### config.mk
export PLATFORM = sky130hd
export DESIGN_NAME = trng_top
export DESIGN_NICKNAME = d
export VERILOG_FILES = /design/src/design/trng_cfg_pkg.sv /design/src/design/uart_pkg.sv /design/src/design/raw_byte_collector.sv /design/src/design/rct_health_test.sv /design/src/design/trng_top.sv /design/src/design/uart_tx.sv
export SDC_FILE = /design/constraint.sdc
export NUM_CORES = 1
export LEC_CHECK = 0
export ABC_AREA = 1
export CAP_MARGIN = 10
export CORE_UTILIZATION = 55
export DETAILED_ROUTE_END_ITERATION = 16
export DONT_BUFFER_PORTS = 1
export PLACE_DENSITY = 0.74
export SYNTH_ARGS = -nofsm -noshare
export SYNTH_HDL_FRONTEND = slang
export SYNTH_SLANG_ARGS = --single-unit
### constraint.sdc
create_clock -name TRNG_Clock -period 1.7 [get_ports TRNG_Clock]
set_input_delay 0.085 -clock TRNG_Clock [delete_from_list [all_inputs] [get_ports TRNG_Clock]]
set_output_delay 0.085 -clock TRNG_Clock [all_outputs]
set_load 0.01 [all_outputs]
### src/design/trng_cfg_pkg.sv
// --------------------
// Shared widths, types and defaults for the raw TRNG datapath
// Imported by the health test, the byte collector and the top level
// --------------------

package trng_cfg_pkg;

    // --------------------
    // Byte packing
    // --------------------
    localparam int BYTE_W = 8;                  // Bits per output byte

    typedef logic [BYTE_W-1:0] sample_byte_t;   // One collected byte

    // Collector FSM encoding
    typedef enum logic [1:0] {
        COLLECT_IDLE = 2'b00,                   // One cycle after reset
        COLLECT_BITS = 2'b01,                   // Shifting in accepted samples
        SEND_BYTE    = 2'b10                    // Waiting for the UART
    } collect_state_t;

    // --------------------
    // Repetition Count Test
    // --------------------
    localparam int DEFAULT_RCT_CUTOFF = 32;     // Run length that flags a failure
    localparam int RUN_COUNT_W        = 6;      // Holds cutoffs up to 63

endpackage

### src/design/uart_pkg.sv
// --------------------
// UART frame constants and transmitter state encoding
// Used by the transmitter and by the top level parameter defaults
// --------------------

package uart_pkg;

    // --------------------
    // Frame format
    // --------------------
    // 8N1 framing
    // start bit, eight data bits, stop bit
    localparam int UART_FRAME_BITS = 10;

    // 115200 baud from a 50 MHz clock
    localparam int DEFAULT_TICKS_PER_BIT = 435;

    // --------------------
    // Transmitter FSM
    // --------------------
    typedef enum logic [1:0] {
        UART_IDLE  = 2'b00,     // Line high, ready for a byte
        UART_START = 2'b01,     // Driving the start bit
        UART_DATA  = 2'b10,     // Data bits, LSB first
        UART_STOP  = 2'b11      // Driving the stop bit
    } uart_state_t;

endpackage

### src/design/raw_byte_collector.sv
// --------------------
// Packs accepted samples into bytes, MSB first, and hands each to the UART
// Samples are dropped while failure is high and for one cycle after it
// --------------------
`timescale 1ns/100ps

module raw_byte_collector (
    input  logic                       TRNG_Clock,
    input  logic                       TRNG_Enable,
    input  logic                       sample_bit,
    input  logic                       failure,
    input  logic                       tx_busy,
    output logic                       tx_start,    // One-cycle request
    output trng_cfg_pkg::sample_byte_t tx_data
);

    import trng_cfg_pkg::*;

    localparam int CNT_W = $clog2(BYTE_W);
    localparam logic [CNT_W-1:0] LAST_BIT = CNT_W'(BYTE_W - 1);

    collect_state_t state;
    logic [CNT_W-1:0] bit_count;    // Accepted bits in this byte
    logic             discard;      // Skip one sample after a failure
    sample_byte_t     shift_reg;
    logic             accept;       // Sample goes into the byte
    logic             send_ok;      // UART free, no pulse in flight

    assign accept  = (state == COLLECT_BITS) && !failure && !discard;
    assign send_ok = !tx_busy && !tx_start;

    // --------------------
    // Control FSM
    // --------------------
    always_ff @(posedge TRNG_Clock or negedge TRNG_Enable) begin
        if (!TRNG_Enable) begin
            state     <= COLLECT_IDLE;
            bit_count <= '0;
            discard   <= 1'b0;
            tx_start  <= 1'b0;
        end else begin
            tx_start <= 1'b0;                       // Default, pulse lasts one cycle

            case (state)
                COLLECT_IDLE: begin
                    bit_count <= '0;
                    state     <= COLLECT_BITS;
                end

                COLLECT_BITS: begin
                    if (failure) begin
                        bit_count <= '0;            // Partial byte thrown away
                        discard   <= 1'b1;
                    end else if (discard) begin
                        discard <= 1'b0;            // First sample after failure
                    end else begin
                        bit_count <= bit_count + CNT_W'(1);
                        if (bit_count == LAST_BIT) begin
                            state <= SEND_BYTE;     // Byte complete
                        end
                    end
                end

                SEND_BYTE: begin
                    // Samples arriving here are lost
                    if (send_ok) begin
                        tx_start  <= 1'b1;
                        bit_count <= '0;
                        state     <= COLLECT_BITS;
                    end
                end

                default: state <= COLLECT_IDLE;
            endcase
        end
    end

    // --------------------
    // Byte shift register
    // --------------------
    // New bits enter at the LSB, so the first one ends as MSB
    always_ff @(posedge TRNG_Clock) begin
        if (accept) begin
            shift_reg <= {shift_reg[BYTE_W-2:0], sample_bit};
        end
    end

    // Held stable through SEND_BYTE and the start pulse
    assign tx_data = shift_reg;

endmodule

### src/design/rct_health_test.sv
// --------------------
// Noise bit synchronizer and sampler with the Repetition Count Test
// failure is high while the current run of equal samples reaches CUTOFF
// --------------------
`timescale 1ns/100ps

module rct_health_test #(
    parameter int CUTOFF = trng_cfg_pkg::DEFAULT_RCT_CUTOFF
) (
    input  logic TRNG_Clock,
    input  logic TRNG_Enable,
    input  logic noise_in,      // Asynchronous entropy bit
    output logic sample_bit,    // Synchronized sample
    output logic failure        // Run too long, aligned with sample_bit
);

    import trng_cfg_pkg::*;

    // Cutoff at counter width
    localparam logic [RUN_COUNT_W-1:0] CUTOFF_CNT = RUN_COUNT_W'(CUTOFF);

    logic                   sync_ff;    // First synchronizer stage
    logic                   sample_q;   // Second stage, doubles as sampler
    logic [RUN_COUNT_W-1:0] run_count;  // Length of the current run
    logic                   new_differs;

    // --------------------
    // Synchronizer
    // --------------------
    always_ff @(posedge TRNG_Clock or negedge TRNG_Enable) begin
        if (!TRNG_Enable) begin
            sync_ff  <= 1'b0;
            sample_q <= 1'b0;
        end else begin
            sync_ff  <= noise_in;
            sample_q <= sync_ff;
        end
    end

    assign sample_bit = sample_q;

    // Incoming sample against the one held in sample_q
    assign new_differs = sync_ff ^ sample_q;

    // --------------------
    // Run counter
    // --------------------
    // Updates on the same edge as sample_q, so the count
    // always describes the run ending in sample_bit
    always_ff @(posedge TRNG_Clock or negedge TRNG_Enable) begin
        if (!TRNG_Enable) begin
            run_count <= '0;
        end else if (new_differs) begin
            run_count <= RUN_COUNT_W'(1);                   // New run starts
        end else if (run_count < CUTOFF_CNT) begin
            run_count <= run_count + RUN_COUNT_W'(1);
        end
        // Saturates at the cutoff
    end

    // Repeat failure decode
    assign failure = (run_count >= CUTOFF_CNT);

endmodule

### src/design/trng_top.sv
// --------------------
// Raw-output TRNG top level
// Noise bit in, health failure flag and UART byte stream out
// --------------------
`timescale 1ns/100ps

module trng_top #(
    parameter int CUTOFF        = trng_cfg_pkg::DEFAULT_RCT_CUTOFF,
    parameter int TICKS_PER_BIT = uart_pkg::DEFAULT_TICKS_PER_BIT
) (
    input  logic TRNG_Clock,
    input  logic TRNG_Enable,   // Active low reset
    input  logic noise_in,      // External entropy source
    output logic failure,       // Repetition Count Test flag
    output logic uart_tx        // 8N1 serial output
);

    import trng_cfg_pkg::*;

    logic         sample_bit;
    logic         tx_start;
    logic         tx_busy;
    sample_byte_t tx_data;

    // --------------------
    // Sampling and health test
    // --------------------
    rct_health_test #(
        .CUTOFF(CUTOFF)
    ) u_rct (
        .TRNG_Clock (TRNG_Clock),
        .TRNG_Enable(TRNG_Enable),
        .noise_in   (noise_in),
        .sample_bit (sample_bit),
        .failure    (failure)
    );

    // Byte packing
    raw_byte_collector u_collector (
        .TRNG_Clock (TRNG_Clock),
        .TRNG_Enable(TRNG_Enable),
        .sample_bit (sample_bit),
        .failure    (failure),
        .tx_busy    (tx_busy),
        .tx_start   (tx_start),
        .tx_data    (tx_data)
    );

    // Serial output
    uart_tx #(
        .TICKS_PER_BIT(TICKS_PER_BIT)
    ) u_uart_tx (
        .TRNG_Clock (TRNG_Clock),
        .TRNG_Enable(TRNG_Enable),
        .tx_start   (tx_start),
        .tx_data    (tx_data),
        .tx_busy    (tx_busy),
        .uart_tx    (uart_tx)
    );

endmodule

### src/design/uart_tx.sv
// --------------------
// 8N1 UART transmitter, one byte per tx_start pulse
// tx_busy covers the whole frame, tx_start while busy is ignored
// --------------------
`timescale 1ns/100ps

module uart_tx #(
    parameter int TICKS_PER_BIT = uart_pkg::DEFAULT_TICKS_PER_BIT
) (
    input  logic                       TRNG_Clock,
    input  logic                       TRNG_Enable,
    input  logic                       tx_start,
    input  trng_cfg_pkg::sample_byte_t tx_data,
    output logic                       tx_busy,
    output logic                       uart_tx     // Serial line, idles high
);

    import trng_cfg_pkg::*;
    import uart_pkg::*;

    localparam int TICK_W = (TICKS_PER_BIT > 1) ? $clog2(TICKS_PER_BIT) : 1;
    localparam int IDX_W  = $clog2(BYTE_W);
    localparam logic [TICK_W-1:0] LAST_TICK = TICK_W'(TICKS_PER_BIT - 1);
    localparam logic [IDX_W-1:0]  LAST_IDX  = IDX_W'(BYTE_W - 1);

    uart_state_t       state;
    logic [TICK_W-1:0] tick_count;  // Cycles into the current bit
    logic [IDX_W-1:0]  bit_idx;     // Data bit being sent
    sample_byte_t      data_q;      // Byte under transmission
    logic              load;        // Accept a new byte
    logic              bit_done;    // Last cycle of a bit time

    assign load     = (state == UART_IDLE) && tx_start;
    assign bit_done = (tick_count == LAST_TICK);

    // Byte latch
    always_ff @(posedge TRNG_Clock) begin
        if (load) begin
            data_q <= tx_data;
        end
    end

    // --------------------
    // Frame FSM
    // --------------------
    always_ff @(posedge TRNG_Clock or negedge TRNG_Enable) begin
        if (!TRNG_Enable) begin
            state      <= UART_IDLE;
            tick_count <= '0;
            bit_idx    <= '0;
            tx_busy    <= 1'b0;
            uart_tx    <= 1'b1;
        end else begin
            if (state != UART_IDLE) begin
                tick_count <= bit_done ? '0 : tick_count + TICK_W'(1);
            end

            case (state)
                UART_IDLE: begin
                    if (tx_start) begin
                        state      <= UART_START;
                        tick_count <= '0;
                        tx_busy    <= 1'b1;
                        uart_tx    <= 1'b0;         // Start bit
                    end
                end

                UART_START: if (bit_done) begin
                    state   <= UART_DATA;
                    bit_idx <= '0;
                    uart_tx <= data_q[0];           // LSB first
                end

                UART_DATA: if (bit_done) begin
                    if (bit_idx == LAST_IDX) begin
                        state   <= UART_STOP;
                        uart_tx <= 1'b1;            // Stop bit
                    end else begin
                        bit_idx <= bit_idx + IDX_W'(1);
                        uart_tx <= data_q[bit_idx + IDX_W'(1)];
                    end
                end

                UART_STOP: if (bit_done) begin
                    state   <= UART_IDLE;
                    tx_busy <= 1'b0;                // Frame finished
                end

                default: state <= UART_IDLE;
            endcase
        end
    end

endmodule

Word level (Yosys, flattened, before mapping)
Cells that the tools add are included.

cells by class
  equal/unequal tests = 19
  magnitude comparators = 3
  muxes and demuxes = 38
  reduce and logical (&&, ||, !) cells = 22
  bitwise gates (word level) = 1
  add/subtract/negate cells = 4

operator list
  cell                                                                     count
  9-bit 2-to-1 mux                                                         4
  2-bit 2-to-1 mux                                                         9
  3-bit 2-to-1 mux                                                         6
  6-bit 2-to-1 mux                                                         2
  4-bit AND reduction                                                      3
  1-bit 2-to-1 mux                                                         10
  2-bit by 1-bit inequality test with 1-bit output, second input constant  5
  2-bit inequality test, second input constant                             5
  9-bit by 1-bit adder with 9-bit output, second input constant            1
  9-bit == test, second input constant                                     1
  3-bit case mux with 3 select lines                                       1
  2-bit case mux with 4 select lines                                       1
  2-bit nonzero test                                                       4
  3-bit by 1-bit adder with 3-bit output, second input constant            2
  6-bit by 1-bit adder with 6-bit output, second input constant            1
  2-bit == test, second input constant                                     3
  3-bit == test, second input constant                                     2
  6-bit greater-or-equal comparator, second input constant                 1
  6-bit less-than comparator, second input constant                        1
  2-bit case mux with 3 select lines                                       1
  3-bit case mux with 2 select lines                                       1
  3-bit AND reduction                                                      2
  3-bit nonzero test                                                       2
  5-bit AND reduction                                                      1
  10 further kinds                                                         18

storage, ports and cells
  bits in registers = 47
  bits of input ports = 3
  output and inout port bits = 2

Depth between registers and ports, before layout
  depth after elaboration = 6
  depth in mapped cells = 11

Hierarchy
A second synthesis with hierarchy kept.

unflattened totals
  cells, all modules = 236
  area, all modules = 2277.2 µm²

modules (own cells, without submodules)
  module              times used  sequential area each (µm²)  cells each  area each (µm²)
  uart_tx             1           641.9                       141         1287.5
  raw_byte_collector  1           415.4                       49          593.1
  rct_health_test     1           200.2                       46          396.6

Least setup slack after synthesis
No wires, ideal clock.

  kind = reg-to-reg
  start = register u_uart_tx.bit_idx[0]
  end = register u_uart_tx.uart_tx
  setup time = 79 ps
  stages on the path, launching flop included = 11
  arrival = 1381 ps
  setup slack = 240 ps
  cells stage by stage = dfrtp_1 -> ha_1 -> ha_1 -> inv_1 -> nand3_1 -> nand3_1 -> nand3_1 -> nand2_1 -> nand2_1 -> nand2_1 -> nand2_1

on the way
  cells in the longest elaborated chain, start to end = 6

RTL lines
  item                                       RTL line       source
  start: declaration                         uart_tx.sv:28  logic [IDX_W-1:0] bit_idx;
  start signal: assignment                   uart_tx.sv:79  bit_idx <= bit_idx + IDX_W'(1);
  3-bit by 1-bit adder with 3-bit output     uart_tx.sv:80  uart_tx <= data_q[bit_idx + IDX_W'(1)];
  1-bit binary-select mux with 3-bit select  uart_tx.sv:80
  1-bit 2-to-1 mux (not written as such)     uart_tx.sv:80
  1-bit 2-to-1 mux (*)                       uart_tx.sv:75  if (bit_idx == LAST_IDX) begin
  1-bit 2-to-1 mux (*)                       uart_tx.sv:74  UART_DATA: if (bit_done) begin
  1-bit case mux with 3 select lines (*)     uart_tx.sv:58  case (state)
  end signal: assignment                     uart_tx.sv:71  uart_tx <= data_q[0];
  end signal: assignment                     uart_tx.sv:80
  end: declaration                           uart_tx.sv:15  output logic uart_tx

Mark *: on every way between the ends. The rest lies on a longest branch, timed or not. The select of a mux whose other input is x is not followed.
A chain may end at the register's enable or synchronous reset.

Worst setup path in the final report
Ends and elaborated chain as after synthesis.

==> out/metrics.yaml <==
global_route:
  overflow: 0
  grt_pass1_vias: 1345
  antenna_found_initial: 0
  grt_pass1_wl_um: 5790
  grt_usage_pct: 18.5
  grt_start_max_net_pins: 32
floorplanning:
  die_area_um2: 4190
  pin_count: 5
  die_w_um: 64.8
  coreArea_um2: 3720
  die_h_um: 64.8
  initial_utilization_pct: 58.3
  rows: 22
critical_path:
  path_delay_family: "adder cells"
  crit_required_ps: 1930
  cp_max_fo: 5
  crit_chain: "ha_1 -> ha_1 -> inv_2 -> nand3_1 -> nand3_1 -> nand3_1 -> nand2_1 -> nand2_1 -> nand2_1 -> nand2_1"
  cp-startpoint: "u_uart_tx.bit_idx[0]"
  cpMaxStageDelayCell: "dfrtp_2"
  crit_arrival_ps: 1800
  crit_path_end_kind: "register"
  crit_buf_inv: 1
  crit_path_frequent_cell: "nand2_1"
  path_class: "register to register"
  cp-start-kind: "register"
  max_stage_delay_ps: 450
  rr_startpoint: "u_uart_tx.bit_idx[0]"
sta:
  fmax_ghz: 0.639
  tightest_slew_ps: 378
  maxSlewViolCount: 0
  finalClockSkew_ps: 9.28
  hold_viol: 0
  finalCriticalPeriod_ps: 1560
  min_period_over_period_pct: 92.0
  relSlewSlack_pct: 74.7
  finalSetupViolations: 0
final_layout:
  final_cells: 288
  area_delta_synth_final_pct: 11.5
  utilization_pct: 65.0
  mostFrequentLayoutCells: "44 x nand2_1, 29 x inv_1, 29 x dfrtp_1, 16 x edfxtp_1, 14 x nor2_1"
  num_antenna_cells: 0
  n_fill_cell: 283
  seqCellArea_um2: 1260
  drive_above_1_share_pct: 14.2
  postLayoutCellArea_um2: 2410
  multi_input_area_um2: 779
  final_common_cell: "nand2_1"
  nNetsFinal: 254
power_and_ir_drop:
  p_leak_nw: 1.14
  powerDensity_nw_per_um2: 1560
  ir_worst_vdd_mv: 0.738
synthesis:
  ys_types: 28
  synth_seq_area_share_pct: 58.1
  yosys_warnings: 0
  netlist_area_um2: 2170
  ys_ff_latch: 47
  syn_area_per_cell_um2: 9.80
  netlist_instances: 221
  synth_nets: 236
status:
  status: "complete, no violations"
cts:
  cts-htree-levels: 2
  clk_pin_slew_ps: 80
  cts_tree: "done"
  cts.sinks: 47
  cts_buffers: 5
  clk_path_buf_depth: 2
  clock_latency_ps: 300
  root_buffer: "clkbuf_8"
placement:
  dp_cells: 272
  numPortBuffers: 0
  placed_area_um2: 2250
  routabilityCongestion: 0.849
  hpwl_um: 2280
routing:
  drt-wirelength-per-cell_um: 11.8
  drtPass1Iterations: 4
  routed_wl_um: 3390
  first_iter_violations: 118
  route.detailed.drc: 0
  final_antenna_net_count: 0
  num_vias: 1446
  viasPerCell: 5.02
worst_hold_path:
  hold_path.class: "primary input to async pin"
job:
  maxCapViolations: 0
[power by group]
group          internal (W)  total, W  switching (W)  leakage, nW
Clock              0.000289  0.000636       0.000347       0.0422
Combinational      0.000536   0.00135       0.000811        0.550
Sequential          0.00156   0.00177       0.000215        0.549
Total               0.00238   0.00376        0.00137         1.14
[flip-flops by register name (all words and copies together), names as in the netlist]
| register | cells |
|---|---|
| u_collector.bit_count | 3 |
| u_collector.discard | 1 |
| u_collector.state | 2 |
| u_collector.tx_data | 8 |
| u_collector.tx_start | 1 |
| u_rct.run_count | 6 |
| u_rct.sample_bit | 1 |
| u_rct.sync_ff | 1 |
| u_uart_tx.bit_idx | 3 |
| u_uart_tx.data_q | 8 |
| u_uart_tx.state | 2 |
| u_uart_tx.tick_count | 9 |
| u_uart_tx.tx_busy | 1 |
| u_uart_tx.uart_tx | 1 |
[metal layers]
metal,vias to the layer above,global-route usage [%],routed length (um)
li1,759,-,-
met1,665,24.6,1680
met3,6,3.70,73
met2,16,28.3,1580
met4,0,10.6,57
met5,-,0,0
[Yosys cell counts]
master / number / area [um2]
a21boi_0: 1 / 7.51
a21oi_1: 9 / 45.0
a31oi_1: 1 / 6.26
and3_1: 1 / 6.26
clkbuf_1: 1 / 3.75
dfrtp_1: 30 / 751
dfstp_2: 1 / 26.3
edfxtp_1: 16 / 480
ha_1: 12 / 150
inv_1: 31 / 116
inv_2: 3 / 11.3
nand2_1: 44 / 165
nand2_2: 4 / 25.0
nand3_1: 12 / 60.1
nand3_2: 2 / 20.0
nand4_1: 2 / 12.5
nor2_1: 15 / 56.3
nor2_2: 1 / 6.26
nor2_4: 1 / 11.3
nor3_1: 4 / 20.0
nor3_2: 1 / 10.0
o211ai_1: 2 / 15.0
o21ai_0: 13 / 65.1
o21ai_1: 4 / 20.0
o22ai_1: 4 / 25.0
or2_2: 1 / 6.26
xnor2_1: 3 / 26.3
xor2_1: 2 / 17.5
[path summary, 6_finish.rpt]
kind,to,slack (ps),cells after the start
max in group asynchronous,u_uart_tx.uart_tx,1250,2
hold reg to reg,u_rct.sample_bit,400,0
setup / recovery,u_uart_tx.uart_tx,140,10
hold / removal,u_uart_tx.tick_count[8],220,2
setup reg to reg,u_uart_tx.uart_tx,140,10
min in group TRNG_Clock,u_rct.sync_ff,340,1
[layout make-up]
cell class | count | share of cell area, %
inverters | 34 | 5.28
flip-flops and latches | 47 | 52.1
clock inverters | 1 | 0.207
multi-input cells | 139 | 32.3
clock buffers | 7 | 3.16
well taps | 48 | 2.49
repair buffers | 12 | 4.46
[metrics by stage]
step | setup WS, ps | total power, W | TNS, ps | hold WS, ps
finish | 136 | 0.00376 | 0 | 219
floorplan | 240 | 0.00270 | 0 | -211
global placement | 187 | 0.00299 | 0 | -210
detailed placement | 125 | 0.00303 | 0 | -210
global route | -7.72 | 0.00408 | -7.72 | 236
CTS | 111 | 0.00370 | 0 | 216
[kinds of logic after synthesis]
group,synth area share [%]
compound gates,8.49
xor+xnor,2.02
flops,58.1
buf+inv,6.07
simple gates,18.4
fa+ha+maj,6.93
[repair_timing]
item / 4_1_cts / 5_1_grt
hold buffers: 3 / 0
setup endpoints to repair: 0 / 4
hold endpoints to repair: 32 / 0
buffers inserted: 0 / 5
resized for setup: 0 / 4
Note: power is estimated with default switching activity, not from simulation.
